--- config.mk ---
export PLATFORM = sky130hd
export DESIGN_NAME = rv_fetch_branch_pred
export DESIGN_NICKNAME = d
export VERILOG_FILES = /design/src/rv_fetch_pkg.sv /design/src/rv_fetch_branch_pred.sv
export VERILOG_INCLUDE_DIRS = /design/src
export SDC_FILE = /design/constraint.sdc
export NUM_CORES = 2
export LEC_CHECK = 0
export BUFFER_PORTS_ARGS = -buffer_cell sky130_fd_sc_hd__buf_2
export CORE_MARGIN = 5
export CORE_UTILIZATION = 45
export CTS_CLUSTER_DIAMETER = 30
export DETAILED_ROUTE_END_ITERATION = 10
export PLACE_DENSITY_LB_ADDON = 0.15
export SLEW_MARGIN = 20
export SYNTH_ARGS = -nofsm -noshare
export SYNTH_HDL_FRONTEND = slang
export SYNTH_SLANG_ARGS = --single-unit
--- constraint.sdc ---
create_clock -name i_clk -period 6.45 [get_ports i_clk]
set_clock_uncertainty 0.1 [all_clocks]
set_input_delay 0.645 -clock i_clk [delete_from_list [all_inputs] [get_ports i_clk]]
set_output_delay 0.645 -clock i_clk [all_outputs]
set_load 0.01 [all_outputs]
--- src/rv_fetch_defines.svh ---
`ifndef RV_FETCH_DEFINES_SVH
`define RV_FETCH_DEFINES_SVH

// width of an instruction address
`define RV_XLEN 32

// log2 of the number of BTB entries
`define RV_BTB_IDX_BITS 4

// log2 of the instruction memory depth in words
// the memory is indexed by address bits [RV_IMEM_ADDR_BITS+1:2]
`define RV_IMEM_ADDR_BITS 8

// first address fetched once reset is released
`define RV_RESET_VECTOR 32'h0000_0100

`endif

--- src/rv_fetch_pkg.sv ---
`default_nettype none

`include "rv_fetch_defines.svh"

package rv_fetch_pkg;

    // instruction address
    typedef logic [`RV_XLEN-1:0] pc_t;

    // an instruction word is always 32 bits since compressed forms are not fetched
    typedef logic [31:0] instr_t;

    // per-entry direction counter of the BTB
    // an entry predicts taken from CTR_WEAK_T upward
    typedef enum logic [1:0] {
        CTR_STRONG_NT = 2'b00,
        CTR_WEAK_NT   = 2'b01,
        CTR_WEAK_T    = 2'b10,
        CTR_STRONG_T  = 2'b11
    } ctr_e;

endpackage

`default_nettype wire

--- src/rv_fetch_branch_pred.sv ---
`default_nettype none

`include "rv_fetch_defines.svh"

module rv_fetch_branch_pred
#(
    parameter int TABLE_SIZE_BITS = `RV_BTB_IDX_BITS
)
(
    input  wire logic               i_clk,
    input  wire logic               i_reset_n,
    input  wire rv_fetch_pkg::pc_t  i_lookup_pc,
    output logic                    o_hit,
    output rv_fetch_pkg::pc_t       o_target,
    input  wire logic               i_update_valid,
    input  wire rv_fetch_pkg::pc_t  i_update_pc,
    input  wire rv_fetch_pkg::pc_t  i_update_target,
    input  wire logic               i_update_taken
);

    import rv_fetch_pkg::*;

    localparam int TABLE_SIZE = 2 ** TABLE_SIZE_BITS;

    logic [TABLE_SIZE-1:0]      entry_valid;
    pc_t                        entry_tag    [TABLE_SIZE];
    pc_t                        entry_target [TABLE_SIZE];
    ctr_e                       entry_ctr    [TABLE_SIZE];

    logic [TABLE_SIZE_BITS-1:0] rr_ptr;
    logic [TABLE_SIZE_BITS-1:0] upd_idx;
    logic                       upd_hit;
    logic                       alloc;
    logic                       train;

    // one step of the saturating counter toward the resolved direction
    function automatic ctr_e ctr_step(input ctr_e cur, input logic taken);
        ctr_e nxt;
        case (cur)
            CTR_STRONG_NT: nxt = taken ? CTR_WEAK_NT  : CTR_STRONG_NT;
            CTR_WEAK_NT:   nxt = taken ? CTR_WEAK_T   : CTR_STRONG_NT;
            CTR_WEAK_T:    nxt = taken ? CTR_STRONG_T : CTR_WEAK_NT;
            default:       nxt = taken ? CTR_STRONG_T : CTR_WEAK_T;
        endcase
        return nxt;
    endfunction

    // parallel tag compare; scanning downward leaves the lowest matching index
    always_comb
    begin
        o_hit    = 1'b0;
        o_target = '0;
        for (int i = TABLE_SIZE - 1; i >= 0; i--)
        begin
            if (entry_valid[i] && (entry_tag[i] == i_lookup_pc) &&
                (entry_ctr[i] inside {CTR_WEAK_T, CTR_STRONG_T}))
            begin
                o_hit    = 1'b1;
                o_target = entry_target[i];
            end
        end
    end

    // training looks for the address regardless of the counter state
    always_comb
    begin
        upd_hit = 1'b0;
        upd_idx = '0;
        for (int i = TABLE_SIZE - 1; i >= 0; i--)
        begin
            if (entry_valid[i] && (entry_tag[i] == i_update_pc))
            begin
                upd_hit = 1'b1;
                upd_idx = TABLE_SIZE_BITS'(i);
            end
        end
    end

    assign train = i_update_valid && upd_hit;

    // a not-taken branch that is not in the table is not worth a slot
    assign alloc = i_update_valid && !upd_hit && i_update_taken;

    always_ff @(posedge i_clk)
    begin
        if (!i_reset_n)
        begin
            entry_valid <= '0;
            rr_ptr      <= '0;
            for (int i = 0; i < TABLE_SIZE; i++)
            begin
                entry_ctr[i] <= CTR_STRONG_NT;
            end
        end
        else if (alloc)
        begin
            entry_valid[rr_ptr] <= 1'b1;
            entry_ctr[rr_ptr]   <= CTR_WEAK_T;
            // pointer width makes the wrap implicit
            rr_ptr              <= rr_ptr + 1'b1;
        end
        else if (train)
        begin
            entry_ctr[upd_idx] <= ctr_step(entry_ctr[upd_idx], i_update_taken);
        end
    end

    always_ff @(posedge i_clk)
    begin
        if (alloc)
        begin
            entry_tag[rr_ptr]    <= i_update_pc;
            entry_target[rr_ptr] <= i_update_target;
        end
        else if (train)
        begin
            entry_target[upd_idx] <= i_update_target;
        end
    end

endmodule

`default_nettype wire

==> flow_metrics.tcl <==
set metrics [dict create \
    status "finished, final reports clean" \
    ys_seq_area_share_pct 63.1 \
    max_stage_delay_ns 0.58 \
    tightestPinTransition_ns 1.05 \
    placedCellCount 5366 \
    core-area_sq_um 112000 \
    power_density_nw_per_um2 335 \
    synth_top_family_by_area "XOR/XNOR gates" \
    grt_pass1_vias 33572 \
    cts_tree "yes" \
    cp_top_family "simple AND/OR/NAND/NOR gates" \
    rsz0062_at_grt "no" \
    setup_viol_count_final 0 \
    crit_required_ns 5.70 \
    critical_path_buf_inv_count 3 \
    clock-sinks 1076 \
    yosysWarnings 0 \
    crit_type "reg2out" \
    synth_xor_area_share_pct 17.6 \
    synthTopCellsByCount "edfxtp_1 (1056), xor2_1 (776), xnor2_1 (247)" \
    synth_area_leader_cell "edfxtp_1" \
    yosys.area.top_type_share_pct 62.3 \
    start_util_pct 45.3 \
    rr_worst_depth 13 \
    synthesis.area_sq_um 50900 \
    synth-simple-area-share_pct 8.78 \
    post-route-drc-count 0 \
    p_leak_nw 21.6 \
    die_area_sq_um 120000 \
    period_minus_slack_ns 5.94 \
    globalRouteOverflowTotal 0 \
    grt.total_usage_pct 28.4 \
    clk_path_buf_depth 3 \
    slew_headroom_pct 30.1 \
    clkTransAtPathRegs_ns 0.05 \
    synth_flop_cell "edfxtp_1" \
    synth-compound-area-share_pct 4.52 \
    dr_total_vias 33989 \
    drt_iter0_markers 4111 \
    cp_max_fo 64 \
    synthCells 3734 \
    holdBufCountCts 0 \
    path_cells "xor2_1 > nor4_1 > nand4_1 > or4_1 > nor4_2 > buf_4 > buf_4 > o21ai_0 > mux2i_1 > a21oi_1 > nor3_1 > o41ai_1 > a22o_1 > buf_2" \
    drt-wirelength-per-cell_um 30.1 \
    core.rowCount 123 \
    cts_root_buffer "clkbuf_16" \
    reg2reg_slack_ns 1.64 \
    yosys.area_share.adder_pct 0.143 \
    post-cts-setup-buffers 0 \
    antenna_found_initial 4 \
    critical_path_arrival_ns 5.19 \
    yosysMostFrequentCell "edfxtp_1" \
    cap_violations 0 \
    ir_worst_vdd_mv 0.294 \
    worst_path_max_delay_cell "or4_1" \
    regToRegEndpoint "entry_target[3][3]" \
    syn_area_per_cell_sq_um 13.6 \
    finalSetupTns_ns 0 \
    cts_resized 0 \
    h-tree-depth 4 \
    timing.final.crit_share_pct 92.0 \
    place_hpwl_mm 114 \
    cpMostUsedCell "buf_4" \
    critical_path.endpoint "o_target[30]" \
    wirelength_mm 175 \
    crit_cells 14 \
    hold_class "in2reg" \
    max_freq_mhz 168 \
    layoutNonFillerInstCount 5803 \
    nFillCells 9101 \
    crit_start "entry_tag[4][10]" \
    boundaryPins 133 \
    firstDrtPassIters 5 \
    ant_nets 0 \
    fin_nets 4203 \
    grt_max_degree 66 \
    synth_edf_count 1056 \
    gp_congestion 0.942 \
    clock_latency_ns 0.84 \
    async_reset_ff_share_pct 0 \
    synth_nets 3838 \
    final_max_slew_viol_count 0 \
    end_kind "primary output" \
    cts_inserted_buffers 231 \
    grt_pass1_wl_mm 247 \
    start_kind "flop" \
    syn2layout_area_growth_pct 23.5 \
    hold_violations 0 \
    drive_above_1_share_pct 20.5 \
    synthMuxAreaShare_pct 2.94 \
    synth_cell_types 69 \
    timing.rr.start "entry_tag[15][15]" \
    vias_per_cell 5.86 \
    synth-seq-cells 1076 \
    dieHeight_um 346 \
    port_buffers 132 \
    synth_area_leaders "edfxtp_1 (62%), xor2_1 (13%), xnor2_1 (4.2%), nor4_1 (2.7%), mux2_2 (1.5%)" \
    die_x_um 346 \
]
## cell families after synthesis
family,after synthesis
adder cells (fa/ha/maj),6
flip-flops,1076
AO/OA/AOI/OAI,359
AND/OR/NAND/NOR,839
buffers and inverters,290
multiplexers,141
XOR/XNOR,1023
## worst reg2reg max path, cell delays in order (launching register included)
cell and delay [ns]:
edfxtp_1 0.42, xor2_1 0.19, nor4_1 0.28, nand3_1 0.18, nor3_1 0.62, a21oi_1 0.22
o221ai_1 0.36, a21boi_0 0.26, o21ai_0 0.60, nor2_1 0.08, a21oi_1 0.20, nand2_1 0.27
nor2_4 0.23, buf_4 0.37
## power by group
part | leakage (nW) | internal (mW) | switching, mW | total, mW
Combinational | 8.00 | 0.285 | 0.708 | 0.994
Sequential | 9.71 | 7.74 | 0.0316 | 7.77
Clock | 3.93 | 8.26 | 4.04 | 12.3
## worst min-delay path by stage
stage	startpoint	end	cells after the start
2_1_floorplan	entry_valid[15]	entry_valid[15]	2
3_3_place_gp	entry_valid[8]	entry_valid[8]	2
3_5_place_dp	entry_valid[8]	entry_valid[8]	2
4_1_cts	i_update_target[29]	entry_target[15][29]	1
5_1_grt	i_update_target[7]	entry_target[2][7]	1
6_report	i_update_target[27]	entry_target[3][27]	1
## area by class of cell
type / count / area, sq um / area share (%)
Antenna cell: 2 / 5.00 / 0.00796
Clock buffer: 258 / 5880 / 9.35
Clock inverter: 177 / 2350 / 3.74
Inverter: 53 / 199 / 0.316
Multi-Input combinational cell: 2368 / 17600 / 28.0
Sequential cell: 1076 / 32100 / 51.1
Tap cell: 1500 / 1880 / 2.98
Timing Repair Buffer: 369 / 2870 / 4.56
## per-layer routing
layer / track usage, % / part of all wire [%] / vias up
met3: 5.23 / 8.9 / 378
met4: 11.3 / 4.2 / 0
met5: 0 / 0 / -
met2: 45.0 / 46 / 1764
met1: 39.0 / 41 / 17299
li1: - / - / 14548
## sequential cells by signal (all words and copies together) (netlist names)
signal,cells
entry_target,512
rr_ptr,4
entry_ctr,32
entry_tag,512
entry_valid,16
## placed cells by master (no fill, tap or decap), types with 66 or more instances in the layout
master	instances
edfxtp_1	1056
clkbuf_16	231
buf_2	132
mux2_2	66
a21oi_1	123
xor2_1	776
buf_4	203
nand2_1	150
nor4_1	212
o21ai_0	100
nor2_1	141
mux2i_1	74
nand4_1	106
xnor2_1	247
## through the flow
stage               hold slack (ns)  area [sq um]  power, mW  utilization (%)  setup WS (ns)
floorplan                     0.362         50900       8.35                -          0.584
global placement              0.380         54600       8.86             48.6          0.629
detailed placement            0.390         54600       8.87             48.6          0.636
CTS                          0.0597         62900       21.1             55.9          0.463
global route                 0.0951         62900       21.5             55.9          0.294
finish                        0.102         62900       21.1             55.9          0.513
No activity file was read; power rests on OpenSTA's default activity.
