===== src/rv_fetch_defines.svh =====
`ifndef RV_FETCH_DEFINES_SVH
`define RV_FETCH_DEFINES_SVH

// width of an instruction address
`define RV_XLEN 32

// log2 of the number of BTB entries
`define RV_BTB_IDX_BITS 4

// log2 of the instruction memory depth in words
// the memory is indexed by address bits [RV_IMEM_ADDR_BITS+1:2]
`define RV_IMEM_ADDR_BITS 8

// first address fetched once reset is released
`define RV_RESET_VECTOR 32'h0000_0100

`endif


===== src/rv_fetch_pkg.sv =====
`default_nettype none

`include "rv_fetch_defines.svh"

package rv_fetch_pkg;

    // instruction address
    typedef logic [`RV_XLEN-1:0] pc_t;

    // an instruction word is always 32 bits since compressed forms are not fetched
    typedef logic [31:0] instr_t;

    // per-entry direction counter of the BTB
    // an entry predicts taken from CTR_WEAK_T upward
    typedef enum logic [1:0] {
        CTR_STRONG_NT = 2'b00,
        CTR_WEAK_NT   = 2'b01,
        CTR_WEAK_T    = 2'b10,
        CTR_STRONG_T  = 2'b11
    } ctr_e;

endpackage

`default_nettype wire


===== src/rv_fetch_pc_gen.sv =====
`default_nettype none

`include "rv_fetch_defines.svh"

module rv_fetch_pc_gen
(
    input  wire logic               i_clk,
    input  wire logic               i_reset_n,
    input  wire logic               i_btb_hit,
    input  wire rv_fetch_pkg::pc_t  i_btb_target,
    output rv_fetch_pkg::pc_t       o_pc,
    output logic                    o_advance,
    input  wire logic               i_redirect_valid,
    input  wire rv_fetch_pkg::pc_t  i_redirect_pc,
    output logic                    o_fetch_valid,
    input  wire logic               i_fetch_ready,
    output rv_fetch_pkg::pc_t       o_fetch_pc,
    output logic                    o_fetch_predicted
);

    import rv_fetch_pkg::*;

    pc_t  pc_q;
    pc_t  next_pc;
    logic out_valid_q;
    pc_t  out_pc_q;
    logic out_pred_q;
    logic advance;

    // the output slot frees up when empty or when decode takes it this cycle
    // a redirect always moves the pipe since the held item is dropped anyway
    assign advance = !out_valid_q || i_fetch_ready || i_redirect_valid;

    always_comb
    begin
        if (i_redirect_valid)
        begin
            next_pc = i_redirect_pc;
        end
        else if (i_btb_hit)
        begin
            next_pc = i_btb_target;
        end
        else
        begin
            next_pc = o_pc + pc_t'(4);
        end
    end

    always_ff @(posedge i_clk)
    begin
        if (!i_reset_n)
        begin
            pc_q <= `RV_RESET_VECTOR;
        end
        else if (advance)
        begin
            pc_q <= next_pc;
        end
    end

    // the valid bit is flushed on a redirect, the fetch in flight is wrong path
    always_ff @(posedge i_clk)
    begin
        if (!i_reset_n)
        begin
            out_valid_q <= 1'b0;
        end
        else if (i_redirect_valid)
        begin
            out_valid_q <= 1'b0;
        end
        else if (advance)
        begin
            out_valid_q <= 1'b1;
        end
    end

    always_ff @(posedge i_clk)
    begin
        if (advance)
        begin
            out_pc_q   <= pc_q;
            out_pred_q <= i_btb_hit;
        end
    end

    assign o_pc              = pc_q;
    assign o_advance         = advance;
    assign o_fetch_valid     = out_valid_q;
    assign o_fetch_pc        = out_pc_q;
    assign o_fetch_predicted = out_pred_q;

endmodule

`default_nettype wire


===== config.mk =====
export PLATFORM = sky130hd
export DESIGN_NAME = rv_fetch_pc_gen
export DESIGN_NICKNAME = d
export VERILOG_FILES = /design/src/rv_fetch_pkg.sv /design/src/rv_fetch_pc_gen.sv
export VERILOG_INCLUDE_DIRS = /design/src
export SDC_FILE = /design/constraint.sdc
export NUM_CORES = 1
export LEC_CHECK = 0
export BUFFER_PORTS_ARGS = -buffer_cell sky130_fd_sc_hd__buf_2
export CAP_MARGIN = 0
export CORE_ASPECT_RATIO = 1.4
export CORE_UTILIZATION = 35
export DETAILED_ROUTE_END_ITERATION = 10
export PLACE_DENSITY = 0.66
export SYNTH_ARGS = -nofsm -noshare
export SYNTH_HDL_FRONTEND = slang
export SYNTH_SLANG_ARGS = --single-unit

===== constraint.sdc =====
create_clock -name i_clk -period 2.8 [get_ports i_clk]
set_input_delay 0.28 -clock i_clk [delete_from_list [all_inputs] [get_ports i_clk]]
set_output_delay 0.28 -clock i_clk [all_outputs]
set_load 0.005 [all_outputs]

==> results of run 1 <==
-- metrics by stage --
stage / cells / setup slack, ps / area (µm²) / power, µW / util
floorplan: 339 / 668.9 / 3257 / 1353 / -
global placement: 570 / 689.8 / 4073 / 1547 / 0.4511
detailed placement: 570 / 586.2 / 4073 / 1553 / 0.4511
CTS: 586 / 589.2 / 4324 / 2532 / 0.4789
global route: 586 / 445.7 / 4324 / 2616 / 0.4789
finish: 586 / 578.8 / 4324 / 2525 / 0.4789
-- synth_stat cells, drive strengths merged (3+ instances only) --
library cell | n | area [µm²]
a211oi | 12 | 90.09
a21oi | 26 | 130.1
a221oi | 5 | 43.79
a311oi | 6 | 52.55
a31oi | 4 | 25.02
a41oi | 3 | 26.28
and3 | 5 | 31.28
and4 | 4 | 35.03
buf | 5 | 20.01
clkbuf | 18 | 68.81
dfxtp | 33 | 660.6
edfxtp | 33 | 991.0
inv | 8 | 30.03
nand2 | 28 | 105.1
nand2b | 5 | 31.28
nand3 | 12 | 60.06
nand4 | 11 | 83.83
nor2 | 29 | 108.9
nor3 | 9 | 45.04
nor4 | 6 | 58.80
o21a | 5 | 37.54
o21ai | 16 | 80.08
o221a | 5 | 56.30
o221ai | 5 | 43.79
o22ai | 15 | 93.84
o31ai | 3 | 22.52
or3 | 4 | 25.02
-- path summary, 6_finish.rpt --
path / slack (ps) / from / end
worst max-delay path: 580 / o_pc[2] / o_pc[30]
worst min-delay path: 210 / i_redirect_pc[2] / o_pc[2]
worst max register to register: 580 / o_pc[2] / o_pc[30]
worst min register to register: 460 / o_pc[1] / o_fetch_pc[1]
-- cells by family (layout without fill, tap and decap cells) --
family                     Yosys count  count (layout)  share of synthesized area
AOI/OAI and AO/OA                  116             116                     0.2447
adders and majority gates            1               1                   0.003841
buffers and inverters               32             172                    0.03764
DFF                                 66              66                     0.5071
muxes                                1               1                   0.003073
and+or+nand+nor                    123             123                     0.2036
-- state kept, by name, indices dropped and copies added (netlist names) --
name and cells:
o_fetch_predicted 1, o_pc 32, o_fetch_valid 1, o_fetch_pc 32
-- final cells by class --
type,instances,area (µm²),share of cell area
timing repair buffer,147,765.7,0.1771
tap,107,133.9,0.03096
sequential,66,1652,0.3819
clock buffer,15,247.7,0.05729
clock inverter,1,3.754,0.0008681
multi-input combinational,241,1488,0.3440
inverter,9,33.78,0.007812
-- power by group through the flow --
stage / registers, µW / logic, µW / clock network, µW
5_1_grt: 1200 / 382 / 1030
3_3_place_gp: 1210 / 340 / 0
3_5_place_dp: 1210 / 343 / 0
4_1_cts: 1190 / 345 / 995
2_1_floorplan: 1200 / 152 / 0
6_report: 1190 / 343 / 990
-- routing by layer --
metal	GRT usage	part of all wire	wire length, µm	vias to the layer above
met4	0.1254	0.027	296	0
met1	0.2664	0.42	4525	1584
met3	0.03322	0.045	489	20
met5	0	0	0	-
li1	-	-	-	1611
met2	0.3923	0.51	5502	121
-- worst register-to-register path: cells and delay by family, from the launching register on --
family,cells,cell delay (ps)
fa+ha+maj,1,370
flops,1,440
simple gates,5,1360
==> impl_metrics.tcl, run 1 <==
set metrics [dict create \
    status "finished, final reports clean" \
    rsz0062_at_grt "no" \
    io_pins 136 \
    layout_commonest_cell "buf_2" \
    final_hold_viol_count 0 \
    finalSetupViolCount 0 \
    cts_max_path_buffers 2 \
    peakVddDrop_mv 0.3595 \
    final_cell_mix "buf_2 (135), edfxtp_1 (33), dfxtp_1 (33)" \
    gr-usage-all-layers 0.2242 \
    dp_hpwl_um 7712 \
    grt_first_pass_wirelength_um 16820 \
    crit_slowest_cell "or4b_2" \
    cp-start-kind "flip-flop" \
    post_cts_buffers 0 \
    drt-initial-drc-count 246 \
    finalCritPeriodShare 0.7933 \
    leakage_uw 0.001852 \
    power_density_mw_per_mm2 583.9 \
    crit_family "simple AND/OR/NAND/NOR gates" \
    grt_pass1_vias 3261 \
    start_util 0.3607 \
    die_x_um 83.53 \
    cts-root-buf "clkbuf_16" \
    drive_gt1_frac 0.3549 \
    grt_antenna_before_repair 0 \
    sequentialPowerShare 0.472 \
    cts_sinks 66 \
    syn_avg_cell_area_um2 9.607 \
    synth_cell_types 51 \
    vias_per_cell 5.693 \
    synth-edff-count 33 \
    core_area_mm2 0.009029 \
    die_h_um 116.1 \
    syn_nets 409 \
    netlist_instances 339 \
    fin_setup_tns_ps 0 \
    drc 0 \
    p_clk_frac 0.392 \
    end_kind "flip-flop" \
    critPathMaxFanout 8 \
    cts-resized-gates 0 \
    drtPass1Iterations 4 \
    insertedDiodeCount 0 \
    slew_viol_final 0 \
    skew_ps 6.640 \
    cp_common_cell "nand2_1" \
    critPathBufInv 0 \
    place.port_buffers 135 \
    vias 3336 \
    n_fill_cell 891 \
    fin_crit_ps 2221 \
    arrival_ps 2500 \
    clk_latency_ps 340 \
    cts_tree "yes" \
    worst-path-stages 6 \
    gp_congestion 0.9030 \
    whs_path_depth 3 \
    internal_power_uw 1873 \
    cts.clk_slew.worst_paths_ps 50 \
    p_sw_uw 651.5 \
    ys_seq_area_frac 0.5071 \
    cts_buffers 9 \
    pwr-share-comb 0.136 \
    ff2ff_path_depth 6 \
    area_growth_pct 32.77 \
    maxCapViolCount 0 \
    htreeDepth 3 \
    synth-warning-count 0 \
    synth_ff_type "edfxtp_1" \
    fin_hold_ws_ps 208.1 \
    ctsHoldBuffers 0 \
    cp_slowest_stage_delay_ps 620 \
    die-area_mm2 0.009701 \
    row_count 41 \
    switching_share 0.2580 \
    critPathRequiredTime_ps 3080 \
    grt_max_degree 33 \
    nets 544 \
    ant_nets 0 \
    ys_seq_elements 66 \
    tightest_slew_ps 668.9 \
    overflow 0 \
    routedWlPerCell_um 18.45 \
    crit_chain "ha_1 -> nand2_1 -> nor4_1 -> nand2_1 -> or4b_2 -> nand3_1" \
    async_reset_ff_frac 0 \
    wirelength_um 10810 \
    crit_type "flip-flop to flip-flop" \
    syn-cell-area_mm2 0.003257 \
    fmax_ghz 0.4502 \
    max_slew_margin 0.5536 \
    hold_path.class "input port to flip-flop" \
]
(Power assumes the default switching activity.)
==> run 2, diff against run 1 <==
- clock period: 2.8 -> 2.31 ns (I/O delays scaled with it)
==> impl_metrics.tcl, run 2 (synthesis gave the netlist of run 1 again) <==
set metrics [dict create \
    grt_pass1_vias 3254 \
    grt_max_degree 23 \
    gp_congestion 0.9037 \
    drt-initial-drc-count 270 \
    critPathRequiredTime_ps 2540 \
    leakage_uw 0.001929 \
    area_growth_pct 36.80 \
    clk_latency_ps 340 \
    start_util 0.3607 \
    critPathMaxFanout 9 \
    place_area_mm2 0.004145 \
    dp_hpwl_um 8190 \
    overflow 0 \
    hold_start "i_redirect_pc[2]" \
    power_density_mw_per_mm2 743.1 \
    cts_max_path_buffers 2 \
    cp-start-kind "flip-flop" \
    design_area_mm2 0.004456 \
    internal_power_uw 2490 \
    pwr-share-comb 0.132 \
    grt_antenna_before_repair 0 \
    p_clk_frac 0.433 \
    insertedDiodeCount 0 \
    rsz0062_at_grt "no" \
    slew_viol_final 0 \
    whs_path_depth 3 \
    reg2reg_to "o_pc[31]" \
    fin_setup_tns_ps 0 \
    vias 3414 \
    post-route-util 0.4935 \
    layout_commonest_cell "buf_2" \
    vias_per_cell 5.747 \
    io_pins 136 \
    gr-usage-all-layers 0.2335 \
    peakVddDrop_mv 0.4427 \
    die_x_um 83.53 \
    final_hold_viol_count 0 \
    cts-root-buf "clkbuf_16" \
    n_fill_cell 897 \
    htreeDepth 3 \
    core_area_mm2 0.009029 \
    fin_crit_ps 2169 \
    cts.clk_slew.worst_paths_ps 60 \
    fmax_ghz 0.4611 \
    ff2ff_path_depth 5 \
    drtPass1Iterations 4 \
    drive_gt1_frac 0.3758 \
    die-area_mm2 0.009701 \
    switching_share 0.2478 \
    place.port_buffers 135 \
    skew_ps 6.667 \
    hold_path.class "input port to flip-flop" \
    p_sw_uw 820.5 \
    ant_nets 0 \
    routedWlPerCell_um 18.90 \
    r2r_start "o_pc[5]" \
    ctsHoldBuffers 0 \
    wirelength_um 11230 \
    row_count 41 \
    cts_buffers 9 \
    tightest_slew_ps 667.3 \
    arrival_ps 2400 \
    end_kind "flip-flop" \
    grt_first_pass_wirelength_um 17380 \
    crit_type "flip-flop to flip-flop" \
    finalCritPeriodShare 0.9389 \
    fin_hold_ws_ps 146.6 \
    cts-resized-gates 0 \
    cts_sinks 66 \
    nets 552 \
    sequentialPowerShare 0.435 \
    drc 0 \
    r2r_slack_ps 140 \
    die_h_um 116.1 \
    cts_tree "yes" \
    finalSetupViolCount 0 \
    status "finished, final reports clean" \
    post_cts_buffers 0 \
    final_cell_mix "buf_2 (135), edfxtp_1 (33), dfxtp_1 (33)" \
    maxCapViolCount 0 \
    max_slew_margin 0.5546 \
    whs_endpoint "o_pc[2]" \
]
run 2: final cells by class:
cell class | count | area, µm² | share of cell area
Timing Repair Buffer | 155 | 838.3 | 0.1881
Tap cell | 107 | 133.9 | 0.03005
Clock inverter | 6 | 81.33 | 0.01825
Clock buffer | 10 | 229.0 | 0.05139
Inverter | 9 | 33.78 | 0.007582
Multi-Input combinational cell | 241 | 1488 | 0.3339
Sequential cell | 66 | 1652 | 0.3707
run 2: worst max-delay path, cell delays in order (launching register included):
cell,delay (ps)
dfxtp_1,490
nand4_4,220
or4_4,590
nor4_4,310
a311oi_1,160
a211oi_1,290
run 2: through the flow:
step,total power (µW),instances,setup WS [ps]
after detailed placement,1899,578,171.6
after global placement,1890,578,302.4
after global routing,3440,594,56.62
after CTS,3332,594,145.4
final,3311,594,141.2
after floorplan,1640,339,178.9
run 2: power by group through the flow:
| stage | Sequential (µW) | Combinational (µW) | Clock, µW |
|---|---|---|---|
| after floorplan | 1460 | 185 | 0 |
| after detailed placement | 1460 | 435 | 0 |
| after CTS | 1440 | 437 | 1450 |
| final | 1440 | 437 | 1430 |
| after global routing | 1460 | 484 | 1500 |
| after global placement | 1460 | 434 | 0 |
run 2: worst max path at each step:
stage | startpoint | to | slack [ps] | cells past startpoint
floorplan | o_fetch_valid | o_fetch_pc[0] | 180 | 3
global placement | o_pc[5] | o_pc[30] | 300 | 5
detailed placement | o_pc[5] | o_pc[31] | 170 | 5
CTS | o_pc[5] | o_pc[31] | 150 | 5
global route | o_pc[5] | o_pc[31] | 60 | 5
finish | o_pc[5] | o_pc[31] | 140 | 5
run 2: layer usage:
metal	share of wire	up-vias	GRT usage	routed length [µm]
met5	0	-	0	0
met4	0.021	0	0.09379	233
met3	0.056	16	0.04523	624
met2	0.52	133	0.4104	5788
met1	0.41	1634	0.2839	4582
li1	-	1631	-	-
==> run 3, diff against run 2 <==
- BUFFER_PORTS_ARGS: -buffer_cell sky130_fd_sc_hd__buf_2 -> -buffer_cell sky130_fd_sc_hd__buf_4
==> impl_metrics.tcl, run 3 (synthesis gave the netlist of run 1 again) <==
set metrics [dict create \
    cts_max_path_buffers 2 \
    drc 0 \
    cts_buffers 9 \
    switching_share 0.2404 \
    critPathRequiredTime_ps 2550 \
    cts_tree "yes" \
    crit_family "simple AND/OR/NAND/NOR gates" \
    skew_ps 6.074 \
    core_area_mm2 0.009029 \
    grt_first_pass_wirelength_um 17380 \
    leakage_uw 0.002022 \
    finalCritPeriodShare 0.9058 \
    peakVddDrop_mv 0.4369 \
    crit_type "flip-flop to flip-flop" \
    vias 3445 \
    maxCapViolCount 0 \
    end_kind "flip-flop" \
    grt_antenna_before_repair 0 \
    status "finished, final reports clean" \
    cp_slowest_stage_delay_ps 590 \
    hold_start "i_redirect_pc[2]" \
    hold_path.class "input port to flip-flop" \
    p_sw_uw 810.1 \
    overflow 0 \
    critPathBufInv 0 \
    cts_sinks 66 \
    cts.clk_slew.worst_paths_ps 50 \
    fin_crit_ps 2092 \
    wirelength_um 11500 \
    arrival_ps 2330 \
    final_cell_mix "buf_4 (157), edfxtp_1 (33), dfxtp_1 (33)" \
    gp_congestion 0.8674 \
    place.port_buffers 135 \
    p_clk_frac 0.415 \
    gr-usage-all-layers 0.2322 \
    nets 554 \
    power_uw 3370 \
    cts-resized-gates 0 \
    r2r_start "o_pc[5]" \
    start_util 0.3607 \
    die-area_mm2 0.009701 \
    critPathMaxFanout 9 \
    area_growth_pct 47.18 \
    cp-start-kind "flip-flop" \
    vias_per_cell 5.780 \
    layout_commonest_cell "buf_4" \
    routedWlPerCell_um 19.30 \
    row_count 41 \
    ant_nets 0 \
    fin_setup_tns_ps 0 \
    slew_viol_final 0 \
    max_slew_margin 0.5563 \
    drive_gt1_frac 0.3763 \
    grt_max_degree 24 \
    dp_hpwl_um 8382 \
    fmax_ghz 0.4779 \
    drt-initial-drc-count 282 \
    drtPass1Iterations 5 \
    critPathLaunch "o_pc[5]" \
    htreeDepth 3 \
    pwr-share-comb 0.157 \
    clk_latency_ps 330 \
    post_cts_buffers 0 \
    cts-root-buf "clkbuf_16" \
    final_hold_viol_count 0 \
    die_h_um 116.1 \
    finalSetupViolCount 0 \
    power_density_mw_per_mm2 703.1 \
    insertedDiodeCount 0 \
    sequentialPowerShare 0.428 \
    crit_chain "nand4_4 -> or4_4 -> nor4_4 -> a211oi_1 -> a311oi_1" \
    ctsHoldBuffers 0 \
    internal_power_uw 2560 \
    tightest_slew_ps 664.8 \
    io_pins 136 \
    grt_pass1_vias 3304 \
    rsz0062_at_grt "no" \
    crit_slowest_cell "or4_4" \
    die_x_um 83.53 \
]
## run 3: layout make-up
type | instances | area (µm²)
clock inverters | 2 | 33.78
multi-input cells | 241 | 1488
repair buffers | 157 | 1179
well taps | 107 | 133.9
flip-flops and latches | 66 | 1652
fillers | 842 | 4235
clock buffers | 14 | 274.0
inverters | 9 | 33.78
## run 3: final timing paths
check	to	slack, ps	cells after the start
setup / recovery	o_pc[29]	220	5
hold / removal	o_pc[2]	180	3
hold reg to reg	o_fetch_pc[0]	460	0
setup reg to reg	o_pc[29]	220	5
## run 3: tightest hold or removal path: cells and delay by family
kind / cells / cell delay (ps)
AND/OR/NAND/NOR: 1 / 100
AO/OA/AOI/OAI: 1 / 60
buffers and inverters: 1 / 80
## run 3: power groups by stage
stage          combinational [µW]  sequential, µW  clock (µW)
6_report                      528            1440        1400
5_1_grt                       568            1460        1470
4_1_cts                       529            1440        1420
3_5_place_dp                  527            1460           0
3_3_place_gp                  524            1460           0
2_1_floorplan                 185            1460           0
## run 3: metal layers
layer	part of all wire	wire [µm]	GRT usage
met4	0.021	240	0.1153
met1	0.40	4547	0.2696
met3	0.058	670	0.03322
met5	0	0	0
met2	0.53	6041	0.4219
## run 3: per-stage QoR
stage               setup WS, ps  instance area [µm²]  cells  utilization  hold slack (ps)
CTS                        222.3                 4793    596       0.5309            187.3
global route               83.77                 4793    596       0.5309            189.0
finish                     217.6                 4793    596       0.5309            184.4
detailed placement         235.8                 4486    580       0.4968            453.0
floorplan                  178.9                 3257    339            -            329.9
global placement           318.0                 4486    580       0.4968            450.4
